$ cat src/sdr_regmap_pkg.sv
// Settings bus map and readback words; register blocks must not overlap when bases are moved
package sdr_regmap_pkg;

   ////////////////////////////////////////////////////////////////////
   // Settings register bases
   ////////////////////////////////////////////////////////////////////
   localparam int SR_MISC        = 0;     // 7 regs
   localparam int SR_TIME64      = 10;    // 3 regs
   localparam int SR_RX_FRONT_SW = 176;   // 1 reg
   localparam int SR_DIVSW       = 180;   // 2 regs

   // Offsets inside the misc block
   localparam int MISC_LED_SW    = 3;
   localparam int MISC_PHY_RESET = 4;
   localparam int MISC_LED_SRC   = 6;

   // Offsets inside the time block
   localparam int TIME_HI   = 0;
   localparam int TIME_LO   = 1;
   localparam int TIME_CTRL = 2;   // Bit 0 picks load now or at PPS

   // Bump when the register map changes
   localparam logic [31:0] COMPAT_NUM = {16'd8, 16'd2};   // Major, minor

   // Reset values
   localparam logic [7:0] LED_SRC_RESET   = 8'b0001_1110;
   localparam logic [7:0] LED_SW_RESET    = 8'h00;
   localparam logic       DIVSW_RESET     = 1'b1;
   localparam logic       PHY_RESET_RESET = 1'b0;

   // Readback words, unnamed ones read as zero
   typedef enum logic [3:0] {
      RB_ADC0    = 4'd6,
      RB_ADC1    = 4'd7,
      RB_TIME_HI = 4'd10,
      RB_TIME_LO = 4'd11,
      RB_COMPAT  = 4'd12,
      RB_STATUS  = 4'd13,
      RB_PPS_HI  = 4'd14,
      RB_PPS_LO  = 4'd15
   } rb_word_e;

endpackage

$ cat src/sdr_types_pkg.sv
// Widths and types shared by the whole core; samples are ADC words left-justified in 24 bits
package sdr_types_pkg;

   ////////////////////////////////////////////////////////////////////
   // Widths
   ////////////////////////////////////////////////////////////////////
   localparam int ADC_W    = 12;   // Raw ADC word
   localparam int SAMPLE_W = 24;   // Front-end sample
   localparam int TIME_W   = 64;   // VITA tick counter

   // Sample path
   typedef logic [ADC_W-1:0]    adc_word_t;
   typedef logic [SAMPLE_W-1:0] sample_t;   // ADC word on top, zeros below

   typedef logic [TIME_W-1:0]   vita_time_t;

   // Settings bus
   typedef logic [7:0]  set_addr_t;
   typedef logic [31:0] set_data_t;

   // Time load modes
   typedef enum logic [1:0] {
      LOAD_IDLE   = 2'd0,   // Nothing armed
      LOAD_NOW    = 2'd1,   // Load on the strobe edge
      LOAD_AT_PPS = 2'd2    // Load on the next PPS edge
   } time_load_e;

endpackage

$ cat src/rx_pair_if.sv
// Both switched rx channels after the front-end swap; no handshake, new data every dsp_clk
`timescale 1ns/1ps

interface rx_pair_if;
   import sdr_types_pkg::*;

   sample_t ch0_i;
   sample_t ch0_q;
   sample_t ch1_i;
   sample_t ch1_q;
   logic    run0;
   logic    run1;

   modport source (output ch0_i, ch0_q, ch1_i, ch1_q, run0, run1);

   modport sink   (input ch0_i, ch0_q, ch1_i, ch1_q, run0, run1);

endinterface

$ cat src/frontend_switch.sv
// Outputs registered one cycle behind the ADC words; a swap write shows from the second cycle
`timescale 1ns/1ps

module frontend_switch #(
   parameter int BASE = sdr_regmap_pkg::SR_RX_FRONT_SW
) (
   input  logic                     dsp_clk,
   input  logic                     por_rst,
   input  logic                     set_stb_i,
   input  sdr_types_pkg::set_addr_t set_addr_i,
   input  sdr_types_pkg::set_data_t set_data_i,
   input  sdr_types_pkg::adc_word_t adc0_a_i,
   input  sdr_types_pkg::adc_word_t adc0_b_i,
   input  sdr_types_pkg::adc_word_t adc1_a_i,
   input  sdr_types_pkg::adc_word_t adc1_b_i,
   input  logic                     run0_i,
   input  logic                     run1_i,
   rx_pair_if.source                rx_o
);
   import sdr_types_pkg::*;

   localparam set_addr_t SWAP_ADDR = set_addr_t'(BASE);

   logic swap;

   // Put the ADC word in the top bits of a sample
   function automatic sample_t left_justify(input adc_word_t w);
      return {w, {(SAMPLE_W - ADC_W){1'b0}}};
   endfunction

   always_ff @(posedge dsp_clk) begin
      if (por_rst) begin
         swap <= 1'b0;
      end else if (set_stb_i && (set_addr_i == SWAP_ADDR)) begin
         swap <= set_data_i[0];
      end
   end

   ////////////////////////////////////////////////////////////////////
   // Output pair, a = I and b = Q
   ////////////////////////////////////////////////////////////////////
   always_ff @(posedge dsp_clk) begin
      if (swap) begin
         rx_o.ch0_i <= left_justify(adc1_a_i);
         rx_o.ch0_q <= left_justify(adc1_b_i);
         rx_o.ch1_i <= left_justify(adc0_a_i);
         rx_o.ch1_q <= left_justify(adc0_b_i);
      end else begin
         rx_o.ch0_i <= left_justify(adc0_a_i);
         rx_o.ch0_q <= left_justify(adc0_b_i);
         rx_o.ch1_i <= left_justify(adc1_a_i);
         rx_o.ch1_q <= left_justify(adc1_b_i);
      end
   end

   // Run flags follow their channel
   always_ff @(posedge dsp_clk) begin
      if (por_rst) begin
         rx_o.run0 <= 1'b0;
         rx_o.run1 <= 1'b0;
      end else begin
         rx_o.run0 <= swap ? run1_i : run0_i;
         rx_o.run1 <= swap ? run0_i : run1_i;
      end
   end

endmodule

$ cat src/misc_settings.sv
// Misc control registers; leds_o is combinational from the registers and the switched run flags
`timescale 1ns/1ps

module misc_settings #(
   parameter int BASE = sdr_regmap_pkg::SR_MISC
) (
   input  logic                     dsp_clk,
   input  logic                     por_rst,
   input  logic                     set_stb_i,
   input  sdr_types_pkg::set_addr_t set_addr_i,
   input  sdr_types_pkg::set_data_t set_data_i,
   rx_pair_if.sink                  rx_i,
   output logic [7:0]               leds_o,
   output logic                     div_sw1_o,
   output logic                     div_sw2_o,
   output logic                     phy_reset_n_o
);
   import sdr_types_pkg::*;
   import sdr_regmap_pkg::*;

   localparam set_addr_t ADDR_LED_SW  = set_addr_t'(BASE + MISC_LED_SW);
   localparam set_addr_t ADDR_PHY_RST = set_addr_t'(BASE + MISC_PHY_RESET);
   localparam set_addr_t ADDR_LED_SRC = set_addr_t'(BASE + MISC_LED_SRC);
   localparam set_addr_t ADDR_DIVSW1  = set_addr_t'(SR_DIVSW);
   localparam set_addr_t ADDR_DIVSW2  = set_addr_t'(SR_DIVSW + 1);

   logic [7:0] led_sw;
   logic [7:0] led_src;    // 1 = hardware, 0 = software
   logic [7:0] led_hw;
   logic       phy_reset;

   always_ff @(posedge dsp_clk) begin
      if (por_rst) begin
         led_sw    <= LED_SW_RESET;
         led_src   <= LED_SRC_RESET;
         phy_reset <= PHY_RESET_RESET;
         div_sw1_o <= DIVSW_RESET;
         div_sw2_o <= DIVSW_RESET;
      end else if (set_stb_i) begin
         case (set_addr_i)
            ADDR_LED_SW:  led_sw    <= set_data_i[7:0];
            ADDR_PHY_RST: phy_reset <= set_data_i[0];
            ADDR_LED_SRC: led_src   <= set_data_i[7:0];
            ADDR_DIVSW1:  div_sw1_o <= set_data_i[0];
            ADDR_DIVSW2:  div_sw2_o <= set_data_i[0];
            default: ;
         endcase
      end
   end

   ////////////////////////////////////////////////////////////////////
   // LED mux
   ////////////////////////////////////////////////////////////////////
   assign led_hw = {4'b0000, rx_i.run0, 1'b0, rx_i.run1, 1'b0};

   assign leds_o = (led_src & led_hw) | (~led_src & led_sw);

   assign phy_reset_n_o = ~phy_reset;   // PHY pin is active low

endmodule

$ cat src/readback_mux.sv
// Registered status readback; rb_addr_i is a level and rb_data_o follows one cycle later
`timescale 1ns/1ps

module readback_mux (
   input  logic                      dsp_clk,
   input  logic                      por_rst,
   input  logic [3:0]                rb_addr_i,
   rx_pair_if.sink                   rx_i,
   input  sdr_types_pkg::vita_time_t time_i,
   input  sdr_types_pkg::vita_time_t time_pps_i,
   input  logic                      button_i,
   input  logic                      clk_status_i,
   output logic [31:0]               rb_data_o
);
   import sdr_types_pkg::*;
   import sdr_regmap_pkg::*;

   logic [31:0] rb_word;
   logic [31:0] status_word;

   assign status_word = {18'd0, button_i, 1'b0, clk_status_i, 11'd0};

   always_comb begin
      case (rb_word_e'(rb_addr_i))
         RB_ADC0:    rb_word = {rx_i.ch0_i[SAMPLE_W-1 -: 16], rx_i.ch0_q[SAMPLE_W-1 -: 16]};
         RB_ADC1:    rb_word = {rx_i.ch1_i[SAMPLE_W-1 -: 16], rx_i.ch1_q[SAMPLE_W-1 -: 16]};
         RB_TIME_HI: rb_word = time_i[63:32];
         RB_TIME_LO: rb_word = time_i[31:0];
         RB_COMPAT:  rb_word = COMPAT_NUM;
         RB_STATUS:  rb_word = status_word;
         RB_PPS_HI:  rb_word = time_pps_i[63:32];
         RB_PPS_LO:  rb_word = time_pps_i[31:0];
         default:    rb_word = 32'd0;   // Spare words
      endcase
   end

   always_ff @(posedge dsp_clk) begin
      if (por_rst) begin
         rb_data_o <= 32'd0;
      end else begin
         rb_data_o <= rb_word;
      end
   end

endmodule

$ cat src/sdr_core_top.sv
// Single dsp_clk domain; run flags come from outside and the settings bus has no handshake
`timescale 1ns/1ps

module sdr_core_top (
   input  logic                     dsp_clk,
   input  logic                     por_rst,
   // Settings bus
   input  logic                     set_stb_i,
   input  sdr_types_pkg::set_addr_t set_addr_i,
   input  sdr_types_pkg::set_data_t set_data_i,
   // ADC and run flags
   input  sdr_types_pkg::adc_word_t adc0_a_i,
   input  sdr_types_pkg::adc_word_t adc0_b_i,
   input  sdr_types_pkg::adc_word_t adc1_a_i,
   input  sdr_types_pkg::adc_word_t adc1_b_i,
   input  logic                     run_rx0_i,
   input  logic                     run_rx1_i,
   // Timing and status
   input  logic                     pps_i,
   input  logic                     button_i,
   input  logic                     clk_status_i,
   input  logic [3:0]               rb_addr_i,
   // Switched samples
   output sdr_types_pkg::sample_t   rx0_i_o,
   output sdr_types_pkg::sample_t   rx0_q_o,
   output sdr_types_pkg::sample_t   rx1_i_o,
   output sdr_types_pkg::sample_t   rx1_q_o,
   output logic                     run0_o,
   output logic                     run1_o,
   // Misc
   output logic [7:0]               leds_o,
   output logic                     div_sw1_o,
   output logic                     div_sw2_o,
   output logic                     phy_reset_n_o,
   output logic                     pps_int_o,
   output logic [31:0]              rb_data_o
);
   import sdr_types_pkg::*;
   import sdr_regmap_pkg::*;

   vita_time_t vita_time;
   vita_time_t vita_time_pps;

   rx_pair_if rx_pair ();

   ////////////////////////////////////////////////////////////////////
   // Sample path
   ////////////////////////////////////////////////////////////////////
   frontend_switch #(.BASE(SR_RX_FRONT_SW)) u_frontend_switch (
      .dsp_clk    (dsp_clk),
      .por_rst    (por_rst),
      .set_stb_i  (set_stb_i),
      .set_addr_i (set_addr_i),
      .set_data_i (set_data_i),
      .adc0_a_i   (adc0_a_i),
      .adc0_b_i   (adc0_b_i),
      .adc1_a_i   (adc1_a_i),
      .adc1_b_i   (adc1_b_i),
      .run0_i     (run_rx0_i),
      .run1_i     (run_rx1_i),
      .rx_o       (rx_pair.source)
   );

   assign rx0_i_o = rx_pair.ch0_i;
   assign rx0_q_o = rx_pair.ch0_q;
   assign rx1_i_o = rx_pair.ch1_i;
   assign rx1_q_o = rx_pair.ch1_q;
   assign run0_o  = rx_pair.run0;
   assign run1_o  = rx_pair.run1;

   // Time base
   vita_timer #(.BASE(SR_TIME64)) u_vita_timer (
      .dsp_clk    (dsp_clk),
      .por_rst    (por_rst),
      .set_stb_i  (set_stb_i),
      .set_addr_i (set_addr_i),
      .set_data_i (set_data_i),
      .pps_i      (pps_i),
      .time_o     (vita_time),
      .time_pps_o (vita_time_pps),
      .pps_int_o  (pps_int_o)
   );

   misc_settings #(.BASE(SR_MISC)) u_misc_settings (
      .dsp_clk       (dsp_clk),
      .por_rst       (por_rst),
      .set_stb_i     (set_stb_i),
      .set_addr_i    (set_addr_i),
      .set_data_i    (set_data_i),
      .rx_i          (rx_pair.sink),
      .leds_o        (leds_o),
      .div_sw1_o     (div_sw1_o),
      .div_sw2_o     (div_sw2_o),
      .phy_reset_n_o (phy_reset_n_o)
   );

   ////////////////////////////////////////////////////////////////////
   // Status readback
   ////////////////////////////////////////////////////////////////////
   readback_mux u_readback_mux (
      .dsp_clk      (dsp_clk),
      .por_rst      (por_rst),
      .rb_addr_i    (rb_addr_i),
      .rx_i         (rx_pair.sink),
      .time_i       (vita_time),
      .time_pps_i   (vita_time_pps),
      .button_i     (button_i),
      .clk_status_i (clk_status_i),
      .rb_data_o    (rb_data_o)
   );

endmodule

$ cat src/vita_timer.sv
// 64-bit tick counter on dsp_clk; pps_i may be asynchronous and sees three flops of latency
`timescale 1ns/1ps

module vita_timer #(
   parameter int BASE = sdr_regmap_pkg::SR_TIME64
) (
   input  logic                      dsp_clk,
   input  logic                      por_rst,
   input  logic                      set_stb_i,
   input  sdr_types_pkg::set_addr_t  set_addr_i,
   input  sdr_types_pkg::set_data_t  set_data_i,
   input  logic                      pps_i,
   output sdr_types_pkg::vita_time_t time_o,
   output sdr_types_pkg::vita_time_t time_pps_o,
   output logic                      pps_int_o
);
   import sdr_types_pkg::*;
   import sdr_regmap_pkg::*;

   localparam set_addr_t ADDR_HI   = set_addr_t'(BASE + TIME_HI);
   localparam set_addr_t ADDR_LO   = set_addr_t'(BASE + TIME_LO);
   localparam set_addr_t ADDR_CTRL = set_addr_t'(BASE + TIME_CTRL);

   set_data_t  time_hi;
   set_data_t  time_lo;
   time_load_e load_cmd;     // Decoded from this cycle's write
   time_load_e load_state;   // Pending load
   logic [1:0] pps_sync;
   logic       pps_dly;
   logic       pps_rise;

   // Staging words
   always_ff @(posedge dsp_clk) begin
      if (set_stb_i && (set_addr_i == ADDR_HI)) begin
         time_hi <= set_data_i;
      end
      if (set_stb_i && (set_addr_i == ADDR_LO)) begin
         time_lo <= set_data_i;
      end
   end

   always_comb begin
      load_cmd = LOAD_IDLE;
      if (set_stb_i && (set_addr_i == ADDR_CTRL)) begin
         load_cmd = set_data_i[0] ? LOAD_NOW : LOAD_AT_PPS;
      end
   end

   ////////////////////////////////////////////////////////////////////
   // PPS synchronizer and edge detect
   ////////////////////////////////////////////////////////////////////
   always_ff @(posedge dsp_clk) begin
      if (por_rst) begin
         pps_sync  <= 2'b00;
         pps_dly   <= 1'b0;
         pps_int_o <= 1'b0;
      end else begin
         pps_sync  <= {pps_sync[0], pps_i};
         pps_dly   <= pps_sync[1];
         pps_int_o <= pps_rise;   // High in the detection cycle
      end
   end

   assign pps_rise = pps_sync[1] & ~pps_dly;

   // Armed load, a load now cancels a pending one
   always_ff @(posedge dsp_clk) begin
      if (por_rst) begin
         load_state <= LOAD_IDLE;
      end else if (load_cmd == LOAD_NOW) begin
         load_state <= LOAD_IDLE;
      end else if (load_cmd == LOAD_AT_PPS) begin
         load_state <= LOAD_AT_PPS;
      end else if (pps_rise) begin
         load_state <= LOAD_IDLE;
      end
   end

   // Counter and PPS latch
   always_ff @(posedge dsp_clk) begin
      if (por_rst) begin
         time_o     <= '0;
         time_pps_o <= '0;
      end else begin
         if (load_cmd == LOAD_NOW) begin
            time_o <= {time_hi, time_lo};
         end else if ((load_state == LOAD_AT_PPS) && pps_rise) begin
            time_o <= {time_hi, time_lo};   // Visible together with pps_int_o
         end else begin
            time_o <= time_o + 1'b1;
         end
         if (pps_int_o) begin
            time_pps_o <= time_o;
         end
      end
   end

endmodule
$ cat config.mk
export PLATFORM = sky130hd
export DESIGN_NAME = sdr_core_top
export DESIGN_NICKNAME = d
export VERILOG_FILES = /design/src/sdr_regmap_pkg.sv /design/src/sdr_types_pkg.sv /design/src/rx_pair_if.sv /design/src/frontend_switch.sv /design/src/misc_settings.sv /design/src/readback_mux.sv /design/src/sdr_core_top.sv /design/src/vita_timer.sv
export SDC_FILE = /design/constraint.sdc
export NUM_CORES = 1
export LEC_CHECK = 0
export ABC_AREA = 1
export BUFFER_PORTS_ARGS = -buffer_cell sky130_fd_sc_hd__buf_4
export CORE_ASPECT_RATIO = 1.2
export CORE_MARGIN = 2
export CORE_UTILIZATION = 45
export CTS_BUF_LIST = sky130_fd_sc_hd__clkbuf_8 sky130_fd_sc_hd__clkbuf_16
export CTS_CLUSTER_SIZE = 30
export DETAILED_ROUTE_END_ITERATION = 16
export PLACE_DENSITY = 0.66
export SYNTH_ARGS = -nofsm -noshare
export SYNTH_HDL_FRONTEND = slang
export SYNTH_SLANG_ARGS = --single-unit
$ cat constraint.sdc
create_clock -name dsp_clk -period 4.44 [get_ports dsp_clk]
set_input_delay 0.222 -clock dsp_clk [delete_from_list [all_inputs] [get_ports dsp_clk]]
set_output_delay 0.222 -clock dsp_clk [all_outputs]
set_load 0.01 [all_outputs]
==> impl_metrics.yaml <==
worst_setup_path:
  end_kind: "register"
  reg2reg_slack_ps: 2230
  critPathMaxFanout: 50
  crit_slowest_cell: "clkinv_2"
  worst-setup-path-type: "in -> reg"
  r2r-start: "u_vita_timer.pps_sync[1]$_SDFF_PP0_"
  max_stage_delay_ps: 580
  crit_cells: 13
  crit_start: "set_addr_i[1]"
  cp.arrival_ps: 3030
  worstSetupStartpointType: "input pin"
  worstPathRequired_ps: 4920
  timing.rr.end: "u_vita_timer.time_o[52]$_SDFF_PP0_"
  r2r_cells: 8
  path_buf_inv: 5
  crit_family: "buffers and inverters"
  crit_chain: "dlygate4sd3_1 -> buf_4 -> nor2_2 -> nand2_1 -> nor2_2 -> nand3_2 -> nand2_2 -> clkinv_2 -> buf_4 -> nor2_1 -> nor2_1 -> nand2_1 -> inv_1"
placement:
  hpwl_mm: 31.91
  portBuffers: 193
  gp_congestion: 0.9586
  dpl.cell_count: 2275
clocking:
  cts_inserted_buffers: 31
  clock_path_buffers: 3
  cts.sinks: 299
  path_clk_slew_ps: 60
  clock_latency_ps: 590
  root_buffer: "clkbuf_16"
  h-tree-depth: 1
  cts_tree: "built"
cells_and_area:
  fillers: 2733
  area_growth_pct: 26.61
  drive_gt1_share_pct: 16.16
  diodes: 0
  stdcell_count: 2444
  seq_area_um2: 6628
  fin_nets: 2130
  multi_input_area_um2: 5842
pwr:
  power_density_nw_per_um2: 341.6
  p_sw_share_pct: 23.14
  p_leak_nw: 7.298
  clkPwrFrac_pct: 44.1
  power_frac_seq_pct: 48.7
  netSwitchingPower_mw: 1.363
  p_int_mw: 4.527
  p_comb_share_pct: 7.2
  vdd_drop_max_mv: 0.2796
logic_synthesis:
  postSynth.asyncResetShare_pct: 0
  synth_top_cell_by_area: "dfxtp_1"
  synth_most_common_cell: "nand2_1"
  ys_warn_count: 0
  synthCells: 1759
  ys_seq_area_share_pct: 48.66
  ys_seq_elements: 299
  synth_top_area_share_pct: 34.55
  synth-edff-count: 64
  synth_cell_types: 41
  yosys-top-cells-area: "dfxtp_1 (35%), edfxtp_1 (14%), nand2_1 (11%)"
  yosys-top-cells-count: "nand2_1 (388), dfxtp_1 (235), nor2_1 (219), o21ai_0 (175), inv_1 (157)"
  synth_area_um2: 13620
  syn_avg_cell_area_um2: 7.742
  synth_ff_type: "dfxtp_1"
drt:
  drcViolationCount: 0
  met2_length_mm: 21.38
  wl_met1_mm: 17.50
  ant_nets: 0
  vias_per_cell: 5.180
  vias: 12660
  drt-total-wl_mm: 44.02
  first_pass_iters: 6
  drt_iter0_markers: 1089
  wire_per_inst_um: 18.01
  top_layer_used: "met4"
  wl_met3_mm: 2.592
sta:
  setup_tns_ps: 0
  fmax_mhz: 392.1
  fin_skew_ps: 27.84
  slew_headroom_pct: 24.32
  rsz0062_at_grt: "false"
  tightest_slew_ps: 1134
  min_period_ps: 2550
  maxSlewViolCount: 0
  setup_viol: 0
  finalCritPeriodShare_pct: 57.44
  finalHoldViolations: 0
floorplan:
  io_pins: 242
  initial_core_util_pct: 45.85
  die_h_um: 194.6
  die_w_um: 162.8
  die-area_um2: 31680
  std_cell_rows: 69
  core_area_um2: 29700
global_route:
  antenna_found_initial: 0
  grt_usage_pct: 27.46
  grt_remaining_overflow: 0
  grt_pass1_wl_mm: 67.34
  grt_max_degree: 111
  grt_pass1_vias: 12060
outcome:
  outcome: "complete, no violations"
hold_path:
  min_path_cells: 4
  min_to: "u_misc_settings.div_sw1_o$_SDFFE_PP1P_"
  holdCritStartpoint: "set_addr_i[0]"
  hp-class: "in -> reg"
job:
  maxCapViolations: 0
## cell type report
cell class,instances,share of cell area [%]
clock inverters,21,0.9652
well taps,390,2.830
clock buffers,37,4.978
multi-input cells,1218,33.88
flip-flops and latches,299,38.44
repair buffers,315,15.33
inverters,164,3.578
## state kept, by name, indices dropped and copies added, names as in the netlist
signal / count
u_vita_timer.time_o: 64
u_vita_timer.time_pps_o: 64
u_readback_mux.rb_data_o: 32
u_vita_timer.time_hi: 32
u_vita_timer.time_lo: 32
u_frontend_switch.rx_o.ch0_i: 12
u_frontend_switch.rx_o.ch0_q: 12
u_frontend_switch.rx_o.ch1_i: 12
u_frontend_switch.rx_o.ch1_q: 12
u_misc_settings.led_src: 8
u_misc_settings.led_sw: 8
u_vita_timer.pps_sync: 2
u_frontend_switch.rx_o.run0: 1
u_frontend_switch.rx_o.run1: 1
u_frontend_switch.swap: 1
u_misc_settings.div_sw1_o: 1
u_misc_settings.div_sw2_o: 1
u_misc_settings.phy_reset: 1
u_vita_timer.load_state: 1
u_vita_timer.pps_dly: 1
u_vita_timer.pps_int_o: 1
## power by group through the flow
stage / Combinational [mW] / Clock, mW / Sequential (mW)
after CTS: 0.419 / 2.63 / 2.87
after global routing: 0.463 / 2.73 / 2.87
after floorplan: 0.181 / 0 / 2.93
after global placement: 0.333 / 0 / 2.93
final: 0.425 / 2.60 / 2.87
after detailed placement: 0.340 / 0 / 2.93
## cells by family (layout without fill, tap and decap cells)
| kind of cell | count (synthesis) | count (layout) | synth area share, % |
|---|---|---|---|
| DFF | 299 | 299 | 48.66 |
| AOI/OAI and AO/OA | 349 | 349 | 13.86 |
| xor gates and xnor gates | 29 | 29 | 1.865 |
| and+or+nand+nor | 791 | 791 | 25.69 |
| buffers and inverters | 289 | 537 | 9.804 |
| other | 1 | 48 | 0.02754 |
| adders and majority gates | 1 | 1 | 0.09186 |
## worst reg2reg max path, delay by kind of cell (launching register included)
kind                   cells  cell delay, ps
buffers and inverters      3            1150
and+or+nand+nor            5             620
DFF                        1             350
## worst max-delay path by stage
stage / end / slack (ps)
6_report: u_vita_timer.time_o[52]$_SDFF_PP0_ / 1890
3_5_place_dp: u_vita_timer.time_o[52]$_SDFF_PP0_ / 1870
4_1_cts: u_vita_timer.time_o[52]$_SDFF_PP0_ / 1960
3_3_place_gp: u_vita_timer.time_o[58]$_SDFF_PP0_ / 2010
2_1_floorplan: u_vita_timer.time_lo[0]$_DFFE_PP_ / 440
5_1_grt: u_vita_timer.time_o[52]$_SDFF_PP0_ / 1700
## repair_timing
action | CTS | global route
hold buffers | 111 | 0
buffers inserted | 0 | 0
resized for setup | 0 | 0
endpoints found under the hold margin | 134 | 0
## per-layer routing
layer / vias up / GRT usage, %
met5: - / 0
met4: 0 / 14.68
met3: 132 / 3.692
met2: 475 / 46.81
met1: 5884 / 33.51
li1: 6169 / -
## layout by cell type (no fill, tap or decap), types with 3 or more instances in the layout
cell | netlist | routed
nand3_1 | 100 | 100
nand2_1 | 388 | 388
nand4_1 | 14 | 14
a41oi_1 | 27 | 27
xnor2_1 | 6 | 6
edfxtp_1 | 64 | 64
xor2_1 | 23 | 23
inv_2 | 5 | 5
o21ai_1 | 11 | 11
dlygate4sd3_1 | 0 | 111
clkinv_2 | 0 | 8
nor3_2 | 3 | 3
clkinvlp_4 | 0 | 3
nor3_1 | 5 | 5
nor2_1 | 219 | 218
nor2_2 | 10 | 11
buf_4 | 48 | 204
a21oi_1 | 123 | 123
nor2_8 | 4 | 4
o22ai_1 | 4 | 4
inv_1 | 157 | 159
conb_1 | 1 | 48
nor2_4 | 16 | 16
nand2_4 | 10 | 10
nand2_2 | 19 | 19
o21ai_0 | 175 | 175
clkbuf_8 | 0 | 6
clkinv_1 | 2 | 5
dfxtp_1 | 235 | 234
clkbuf_16 | 0 | 31
## through the flow
stage	hold WS [ps]	setup slack, ps	util, %	area [µm²]	power (mW)
finish	15.96	1890	58.06	17240	5.889
detailed placement	401.5	1871	50.86	15110	3.267
CTS	1.077	1960	58.06	17240	5.915
global placement	404.3	2008	50.86	15110	3.259
global route	13.05	1704	58.06	17240	6.068
floorplan	320.9	437.8	-	13790	3.112
Note: power is estimated with default switching activity, not from simulation.
